File: config.mk
export PLATFORM = sky130hd
export DESIGN_NAME = operand_read_top
export DESIGN_NICKNAME = d
export VERILOG_FILES = /design/src/design/rvseed_pkg.sv /design/src/design/hazard_detect.sv /design/src/design/operand_forward.sv /design/src/design/operand_read_top.sv /design/src/design/regfile.sv
export SDC_FILE = /design/constraint.sdc
export NUM_CORES = 2
export LEC_CHECK = 0
export BUFFER_PORTS_ARGS = -buffer_cell sky130_fd_sc_hd__buf_4
export CORE_MARGIN = 2
export CORE_UTILIZATION = 47
export CTS_CLUSTER_DIAMETER = 40
export CTS_CLUSTER_SIZE = 8
export DETAILED_ROUTE_END_ITERATION = 10
export PLACE_DENSITY = 0.71
export RECOVER_POWER = 25
export SLEW_MARGIN = 20
export SYNTH_ARGS = -nofsm -noshare
export SYNTH_HDL_FRONTEND = slang
export SYNTH_SLANG_ARGS = --single-unit
File: constraint.sdc
create_clock -name clk -period 2.6 [get_ports clk]
set_input_delay 0.52 -clock clk [delete_from_list [all_inputs] [get_ports clk]]
set_output_delay 0.52 -clock clk [all_outputs]
set_load 0.05 [all_outputs]
File: src/design/rvseed_pkg.sv
package rvseed_pkg;

    // fixed by the RV64I ISA
    localparam int xlen           = 64;
    localparam int reg_addr_width = 5;
    localparam int reg_count      = 32;

    typedef logic [reg_addr_width-1:0] reg_addr_t;
    typedef logic [xlen-1:0]           xdata_t;

    // operand request from decode, 12 bits
    typedef struct packed {
        logic      valid;
        reg_addr_t rs1;
        reg_addr_t rs2;
        logic      use_rs2;   // rs2 is a real source
    } operand_req_t;

    // result in flight in a later stage, 71 bits
    typedef struct packed {
        logic      valid;
        reg_addr_t rd;
        xdata_t    data;
        logic      is_load;   // only meaningful in execute
    } stage_dst_t;

    // operand source, register file when nothing matches
    typedef enum logic [1:0] {
        sel_rf  = 2'd0,
        sel_ex  = 2'd1,
        sel_mem = 2'd2,
        sel_wb  = 2'd3
    } fwd_sel_t;

    // decode-to-execute operand latch, 129 bits
    typedef struct packed {
        logic   valid;
        xdata_t op1;
        xdata_t op2;
    } ex_operands_t;

endpackage

File: src/design/hazard_detect.sv
`timescale 1ns/100ps

module hazard_detect (
    input  rvseed_pkg::operand_req_t req,
    input  rvseed_pkg::stage_dst_t   ex_dst,
    input  rvseed_pkg::stage_dst_t   mem_dst,
    input  rvseed_pkg::stage_dst_t   wb_dst,
    output rvseed_pkg::fwd_sel_t     sel1,
    output rvseed_pkg::fwd_sel_t     sel2,
    output logic                     stall
);
    import rvseed_pkg::*;

    logic rs1_ex;
    logic rs1_mem;
    logic rs1_wb;
    logic rs2_ex;
    logic rs2_mem;
    logic rs2_wb;
    logic load_dep_rs1;
    logic load_dep_rs2;

    // stage holds a live result for this source, never x0
    function automatic logic dst_hit(input reg_addr_t src, input stage_dst_t dst);
        logic addr_eq;
        addr_eq = (dst.rd == src);
        return dst.valid && addr_eq && (src != '0);
    endfunction

    // youngest result wins
    function automatic fwd_sel_t pick_sel(
        input logic on_ex,
        input logic on_mem,
        input logic on_wb
    );
        fwd_sel_t sel;
        if (on_ex) begin
            sel = sel_ex;
        end else if (on_mem) begin
            sel = sel_mem;
        end else if (on_wb) begin
            sel = sel_wb;
        end else begin
            sel = sel_rf;
        end
        return sel;
    endfunction

    // source 1 against each stage
    assign rs1_ex  = dst_hit(req.rs1, ex_dst);
    assign rs1_mem = dst_hit(req.rs1, mem_dst);
    assign rs1_wb  = dst_hit(req.rs1, wb_dst);

    // source 2 against each stage
    assign rs2_ex  = dst_hit(req.rs2, ex_dst);
    assign rs2_mem = dst_hit(req.rs2, mem_dst);
    assign rs2_wb  = dst_hit(req.rs2, wb_dst);

    assign sel1 = pick_sel(rs1_ex, rs1_mem, rs1_wb);
    assign sel2 = pick_sel(rs2_ex, rs2_mem, rs2_wb);

    // load data arrives from memory one cycle later,
    // so a load in execute cannot be forwarded yet
    assign load_dep_rs1 = rs1_ex && ex_dst.is_load;
    assign load_dep_rs2 = rs2_ex && ex_dst.is_load && req.use_rs2;

    assign stall = req.valid && (load_dep_rs1 || load_dep_rs2);

endmodule

File: src/design/operand_forward.sv
`timescale 1ns/100ps

module operand_forward (
    input  logic                     clk,
    input  logic                     rst_n,
    input  logic                     req_valid,
    input  logic                     stall,
    input  rvseed_pkg::fwd_sel_t     sel1,
    input  rvseed_pkg::fwd_sel_t     sel2,
    input  rvseed_pkg::xdata_t       rf1,
    input  rvseed_pkg::xdata_t       rf2,
    input  rvseed_pkg::xdata_t       ex_data,
    input  rvseed_pkg::xdata_t       mem_data,
    input  rvseed_pkg::xdata_t       wb_data,
    output rvseed_pkg::ex_operands_t ex_ops
);
    import rvseed_pkg::*;

    xdata_t op1_fwd;
    xdata_t op2_fwd;
    logic   load_en;
    logic   valid_q;
    xdata_t op1_q;
    xdata_t op2_q;

    // four-way operand mux, shared by both sources
    function automatic xdata_t pick_operand(
        input fwd_sel_t sel,
        input xdata_t   rf_val,
        input xdata_t   ex_val,
        input xdata_t   mem_val,
        input xdata_t   wb_val
    );
        xdata_t val;
        case (sel)
            sel_ex:  val = ex_val;
            sel_mem: val = mem_val;
            sel_wb:  val = wb_val;
            default: val = rf_val;
        endcase
        return val;
    endfunction

    assign op1_fwd = pick_operand(sel1, rf1, ex_data, mem_data, wb_data);
    assign op2_fwd = pick_operand(sel2, rf2, ex_data, mem_data, wb_data);

    // advance only on a valid request that is not blocked
    assign load_en = req_valid && !stall;

    always_ff @(posedge clk or negedge rst_n) begin
        if (!rst_n) begin
            valid_q <= 1'b0;
        end else begin
            valid_q <= load_en;   // bubble when idle or stalled
        end
    end

    // operands hold their last values across a bubble
    always_ff @(posedge clk or negedge rst_n) begin
        if (!rst_n) begin
            op1_q <= '0;
            op2_q <= '0;
        end else if (load_en) begin
            op1_q <= op1_fwd;
            op2_q <= op2_fwd;
        end
    end

    assign ex_ops.valid = valid_q;
    assign ex_ops.op1   = op1_q;
    assign ex_ops.op2   = op2_q;

endmodule

File: src/design/operand_read_top.sv
`timescale 1ns/100ps

module operand_read_top (
    input  logic                     clk,
    input  logic                     rst_n,
    input  rvseed_pkg::operand_req_t req,
    input  rvseed_pkg::stage_dst_t   ex_dst,
    input  rvseed_pkg::stage_dst_t   mem_dst,
    input  rvseed_pkg::stage_dst_t   wb_dst,
    output logic                     stall,
    output rvseed_pkg::ex_operands_t ex_ops
);
    import rvseed_pkg::*;

    fwd_sel_t sel1;
    fwd_sel_t sel2;
    xdata_t   rf1;
    xdata_t   rf2;

    // write port fed straight from write-back
    regfile u_regfile (
        .clk   (clk),
        .rst_n (rst_n),
        .wr    (wb_dst),
        .rs1   (req.rs1),
        .rs2   (req.rs2),
        .rd1   (rf1),
        .rd2   (rf2)
    );

    hazard_detect u_hazard_detect (
        .req     (req),
        .ex_dst  (ex_dst),
        .mem_dst (mem_dst),
        .wb_dst  (wb_dst),
        .sel1    (sel1),
        .sel2    (sel2),
        .stall   (stall)
    );

    operand_forward u_operand_forward (
        .clk       (clk),
        .rst_n     (rst_n),
        .req_valid (req.valid),
        .stall     (stall),
        .sel1      (sel1),
        .sel2      (sel2),
        .rf1       (rf1),
        .rf2       (rf2),
        .ex_data   (ex_dst.data),
        .mem_data  (mem_dst.data),
        .wb_data   (wb_dst.data),
        .ex_ops    (ex_ops)
    );

endmodule

File: src/design/regfile.sv
`timescale 1ns/100ps

module regfile (
    input  logic                   clk,
    input  logic                   rst_n,
    input  rvseed_pkg::stage_dst_t wr,
    input  rvseed_pkg::reg_addr_t  rs1,
    input  rvseed_pkg::reg_addr_t  rs2,
    output rvseed_pkg::xdata_t     rd1,
    output rvseed_pkg::xdata_t     rd2
);
    import rvseed_pkg::*;

    // x0 has no storage
    xdata_t regs [1:reg_count-1];
    logic   wr_en;

    // writes to x0 are dropped
    assign wr_en = wr.valid && (wr.rd != '0);

    always_ff @(posedge clk or negedge rst_n) begin
        if (!rst_n) begin
            for (int i = 1; i < reg_count; i++) begin
                regs[i] <= '0;
            end
        end else if (wr_en) begin
            regs[wr.rd] <= wr.data;
        end
    end

    // asynchronous reads
    always_comb begin
        if (rs1 == '0) begin
            rd1 = '0;
        end else begin
            rd1 = regs[rs1];
        end
    end

    always_comb begin
        if (rs2 == '0) begin
            rd2 = '0;
        end else begin
            rd2 = regs[rs2];
        end
    end

endmodule

# Word level (Yosys, flattened, before mapping)
# Cells that the tools add are included.
totals:
  regBits: 2113
  elab_cells: 98
op_classes:
  magnitude_cmp: 4
  eq_ne: 12
  n_mux: 19
  bitwise: 3
  reduce_logical: 26
op_table:
  columns: ["op", "count"]
  rows:
  - ["bitwise mux 1984 bit", 1]
  - ["binary-select mux 64 bit (select 5 bit)", 2]
  - ["2-to-1 mux 64 bit", 7]
  - ["case mux 64 bit (3 select lines)", 2]
  - ["demux 64 bit (select 5 bit)", 1]
  - ["equality test 5 bit", 6]
  - ["logical AND 1 bit", 19]
  - ["greater-or-equal comparator 6 bit, second input constant", 3]
  - ["inverter 5 -> 6 bit", 3]
  - ["nonzero test 5 bit", 3]
  - ["2-to-1 mux 2 bit", 6]
  - ["zero test 5 bit", 2]
  - ["equality test 2 bit, second input constant", 4]
  - ["< comparator 6 x 1 -> 1 bit, second input constant", 1]
  - ["equality test 2 x 1 -> 1 bit, second input constant", 2]
  - ["zero test 1 bit", 1]
  - ["logical OR 1 bit", 1]

# Longest topological paths before layout
logic_depth:
  word_depth: 9
  depth_mapped: 11

# Cells and area by module
# From an unflattened synthesis, not the netlist that was laid out.
unflattened:
  hier_cells: 8552
  hier_area_um2: 114835.1
modules_own_cells:
  columns: ["mod", "n_inst", "cells_per_inst", "area_per_inst_um2", "seq_area_each_um2"]
  rows:
  - ["regfile", 1, 8066, 105925.3, 49647.6]
  - ["operand_forward", 1, 429, 8444.3, 3228.1]
  - ["hazard_detect", 1, 57, 465.4, 0.0]

# Worst setup path after synthesis
# No wires, ideal clock.
synth_timing:
  path_kind: "in2out"
  startpoint: "input req[7] (netlist name)"
  endpoint: "output stall"
  arrival_ps: 2168
  path_slack_ps: -88
  cell_stages: 9
  path_cell_list: "buf_2 -> nor3_1 -> and2_1 -> or3_1 -> buf_2 -> buf_6 -> buf_2 -> nor2_1 -> o21a_1"
synth_via:
  elab_chain_cells: 6
  elab_cells_between_ends: 7
  cone_classes: "eq/ne: 1; reduce/logical: 6"
synth_rtl:
  columns: ["item", "line", "rtl"]
  rows:
  - ["start, declared", "operand_read_top.sv:6", "input rvseed_pkg::operand_req_t req,"]
  - ["equality test 5 bit", "hazard_detect.sv:26", "addr_eq = (dst.rd == src);"]
  - ["logical AND 1 bit", "hazard_detect.sv:27", "return dst.valid && addr_eq && (src != '0);"]
  - ["logical AND 1 bit *", "hazard_detect.sv:27", null]
  - ["logical AND 1 bit *", "hazard_detect.sv:64", "assign load_dep_rs1 = rs1_ex && ex_dst.is_load;"]
  - ["logical OR 1 bit *", "hazard_detect.sv:67", "assign stall = req.valid && (load_dep_rs1 || load_dep_rs2);"]
  - ["logical AND 1 bit *", "hazard_detect.sv:67", null]
  - ["end, declared", "operand_read_top.sv:10", "output logic stall,"]
# Every way passes the cells marked *; elsewhere a longest branch is shown, timed or not.

# Worst setup path after layout
layout_timing:
  startpoint: "input wb_dst[69] (netlist name)"
  endpoint: "register u_regfile.regs[983] (netlist name)"
layout_via:
  elab_chain_cells: 6
  elab_cells_between_ends: 9
  cone_classes: "order compare: 2; mux: 3; bitwise: 1; reduce/logical: 3"
layout_rtl:
  columns: ["item", "line", "rtl"]
  rows:
  - ["start, declared", "operand_read_top.sv:9", "input rvseed_pkg::stage_dst_t wb_dst,"]
  - ["inverter 5 -> 6 bit (implied by the code)", "regfile.sv:27", "regs[wr.rd] <= wr.data;"]
  - ["greater-or-equal comparator 6 bit (implied by the code) or < comparator 6 x 1 -> 1 bit (tied branches)", "regfile.sv:27", null]
  - ["logical AND 1 bit (implied by the code)", "regfile.sv:27", null]
  - ["2-to-1 mux 64 bit (implied by the code)", "regfile.sv:27", null]
  - ["demux 64 bit (select 5 bit)", "regfile.sv:27", null]
  - ["bitwise mux 1984 bit", "regfile.sv:27", null]
  - ["end signal, assigned by index", "regfile.sv:27", null]
  - ["end, declared", "regfile.sv:15", "xdata_t regs [1:reg_count-1];"]
# Several ways; a longest one is shown, not always the timed one.
# A chain may end at the register's enable or synchronous reset.

==> impl_results.md <==
* Fin. Hold Viols at 0
* Share of post-route cells with drive strength above 1 at 51.2%
* WP data required at 3.39 ns
* Clk_lat worst skew at 0.97 ns
* CP max FO at 12
* Vias in the first global route at 86,000
* Chip height at 498 um
* Slew @ Worst Pin at 1.85 ns
* Critical setup path kind: primary input to register
* Via Count at 82,600
* Final Power at 110 mW
* Final ANT Viol Nets at 0
* Tightest slew margin relative to the limit at -23.1%
* Syn nets at 8,350
* Final Max Tran Viols at 362
* Synth area leaders: dfrtp_1, mux2_2, mux4_2
* Register bit total from synthesis at 2,113
* Initial Utilization at 47.2%
* Final worst path period share at 101%
* All-layer global routing usage at 31.3%
* Violated checks: capacitance limit, slew limit, setup timing
* WL final at 394,000 um
* Syn-to-layout area delta at 19.6%
* Maxcap violations at 5
* Sequential share of power at 40.4%
* Syn Inst Count at 8,123
* PwrDens at 800 nW/um^2
* Count leader, synth: dfrtp_1
* Combinational share of power at 21.0%
* Grt met2 use at 49.6%
* Internal power at 79.2 mW
* Clock power frac at 38.5%
* Leak Pwr at 60.4 nW
* VDD IR-drop max at 0.497 mV
* Count of cell types in the netlist at 66
* Port bufs at 354
* CTS sink cnt at 2,113
* TNS Setup at -0.176 ns
* Clock Skew at 0.0485 ns
* Worst setup margin at -0.0309 ns
* DR vias/cell at 6.83
* GRT Residual Overflow at 0
* Seq/Total Area, Yosys at 46.1%
* Met1 Usage GRT at 39.3%
* WHS at 0.0445 ns
* Startpoint Class: primary input
* Wire per inst at 32.6 um
* Residual DRC at 0
* Switching pwr at 30.6 mW
* Initial DRC count at 9,311
* CTS tree: yes
* Cell taking the most area after synthesis: dfrtp_1
* Final core occ at 56.5%
* Hold WC Path Type: primary input to asynchronous set/reset pin
* Share of the synthesized area in the top cell type at 46.1%
* H-tree levels at 5
* GR Util met3 at 6.21%
* Most frequent cells after synthesis: dfrtp_1, mux2_2, mux4_2
* Nets@finish at 8,956
* Upper clock frequency limit at 380 MHz
* Status: finished, violations left
* Dpl cell area at 126,000 sq um
* Drt pass-1 iters at 8
* CTS clock-pin slew for the worst setup and hold paths at 0.05 ns
* GPL Wtd Cong at 0.900
* Largest net degree at the start of global routing at 147
* GR peak layer: met2
* EDFF count, synth at 0
* Final setup vio count at 15
* CP endpoint kind: register
* I/O pins at 357
* First-pass GRT wire length at 580,000 um
* Fraction of registers with async set/reset at 100%
* Root Driver: clkbuf_16
* Die area at 248,000 sq um
* Core area at 243,000 sq um
* Fin area at 137,000 sq um
* Synthesis Warnings at 0
* Minimum clock period at 2.63 ns
* HPWL Detailed at 253,000 um
* Cts bufs inserted at 354
* Longest Clk Path Bufs at 4
* Critical Path AT at 3.42 ns
* Initial antenna violation count at 4
* Primary FF master, synth: dfrtp_1
* DIE WIDTH at 498 um
* Syn avg cell area at 14.1 sq um
* Sw frac at 27.9%
* Std cell rows at 181
* Cell area after synthesis at 115,000 sq um
==> critical path, stage by stage <==
cell and delay [ns]:
clkbuf_1 0.48, nor3b_1 0.28, buf_4 0.19, nand2_1 1.04, buf_12 0.57, mux2_2 0.29
==> worst paths after layout <==
check	cells past startpoint	endpoint	slack, ns	from
worst max register to register	6	u_operand_forward.op2_q[16]	0.29	u_regfile.regs[16]
worst min register to register	2	u_operand_forward.op1_q[28]	0.49	u_operand_forward.op1_q[28]
worst min-delay path	2	u_regfile.regs[713]	0.04	rst_n
min in group clk	5	u_operand_forward.op2_q[49]	0.07	mem_dst[50]
worst max-delay path	6	u_regfile.regs[983]	-0.03	wb_dst[69]
max in group asynchronous	4	u_regfile.regs[460]	0.34	rst_n
==> repair_timing <==
action / CTS / global route
setup buffers: 0 / 1
endpoints found under the setup margin: 0 / 2
hold buffers: 66 / 0
hold endpoints to repair: 1191 / 0
resized for setup: 0 / 2
==> cell type report <==
type	count	area, sq um
Fill cell	18700	106000
Clock inverter	59	653
Inverter	5	30.0
Multi-Input combinational cell	5111	57800
Tap cell	3202	4010
Sequential cell	2113	52900
Clock buffer	442	9720
Antenna cell	4	10.0
Timing Repair Buffer	1144	12000
==> metal layers <==
layer  vias to the layer above  wire, um
met5                         -        40
met4                         6     29200
met3                      1339     33600
met2                      4923    186000
met1                     43600    146000
li1                      32600         -
==> power by group through the flow <==
stage / Clock, mW / Sequential (mW) / Combinational, mW
after floorplan: 0 / 44.2 / 14.9
after global placement: 0 / 43.7 / 22.2
after detailed placement: 0 / 44.5 / 22.8
after CTS: 42.6 / 44.1 / 23.1
after global routing: 44.2 / 45.0 / 24.4
final: 42.3 / 44.4 / 23.1
==> layout by cell type (no fill, tap or decap), types with 10 or more instances in the layout <==
master,n
nand2_4,14
o311a_1,57
buf_12,265
a21oi_1,70
nand3_1,26
o21ai_0,172
mux2i_1,370
clkbuf_2,12
o22ai_1,126
dlygate4sd3_1,66
clkbuf_16,362
o221ai_1,59
xnor2_1,16
clkbuf_1,69
clkbuf_8,36
mux4_2,824
a32oi_1,57
nor2b_1,14
a221oi_1,64
o31ai_1,10
clkinv_2,32
buf_4,761
bufinv_16,12
mux2_1,76
o21ai_1,84
a211oi_1,10
a21o_1,57
nor2_1,149
dfrtp_1,2113
xor2_1,13
a21oi_2,53
o211ai_2,60
a22oi_1,211
mux2_2,2037
nor2_4,10
nand2_1,323
a31oi_1,11
o32ai_1,54
==> registers in the layout, indices dropped and copies added, names as in the netlist <==
name                       cells
u_operand_forward.op2_q       64
u_regfile.regs              1984
u_operand_forward.valid_q      1
u_operand_forward.op1_q       64
==> through the flow <==
step                instances  worst slack (ns)
CTS                     12100            0.0609
finish                  12100           -0.0309
global placement        11500            -0.510
floorplan                8123            0.0389
global route            12100          -0.00377
detailed placement      11500            -0.540
==> logic make-up (layout without fill, tap and decap cells) <==
kind of cell              after synthesis  count (layout)  share of synthesized area (%)
and+or+nand+nor                       602             602                           2.29
xor gates and xnor gates               30              30                          0.236
other                                   0               4                              0
muxes                                3307            3307                           40.2
DFF                                  2113            2113                           46.1
AOI/OAI and AO/OA                    1172            1172                           7.54
buffers and inverters                 899            1650                           3.62
Power figures use the tool's default switching activity.
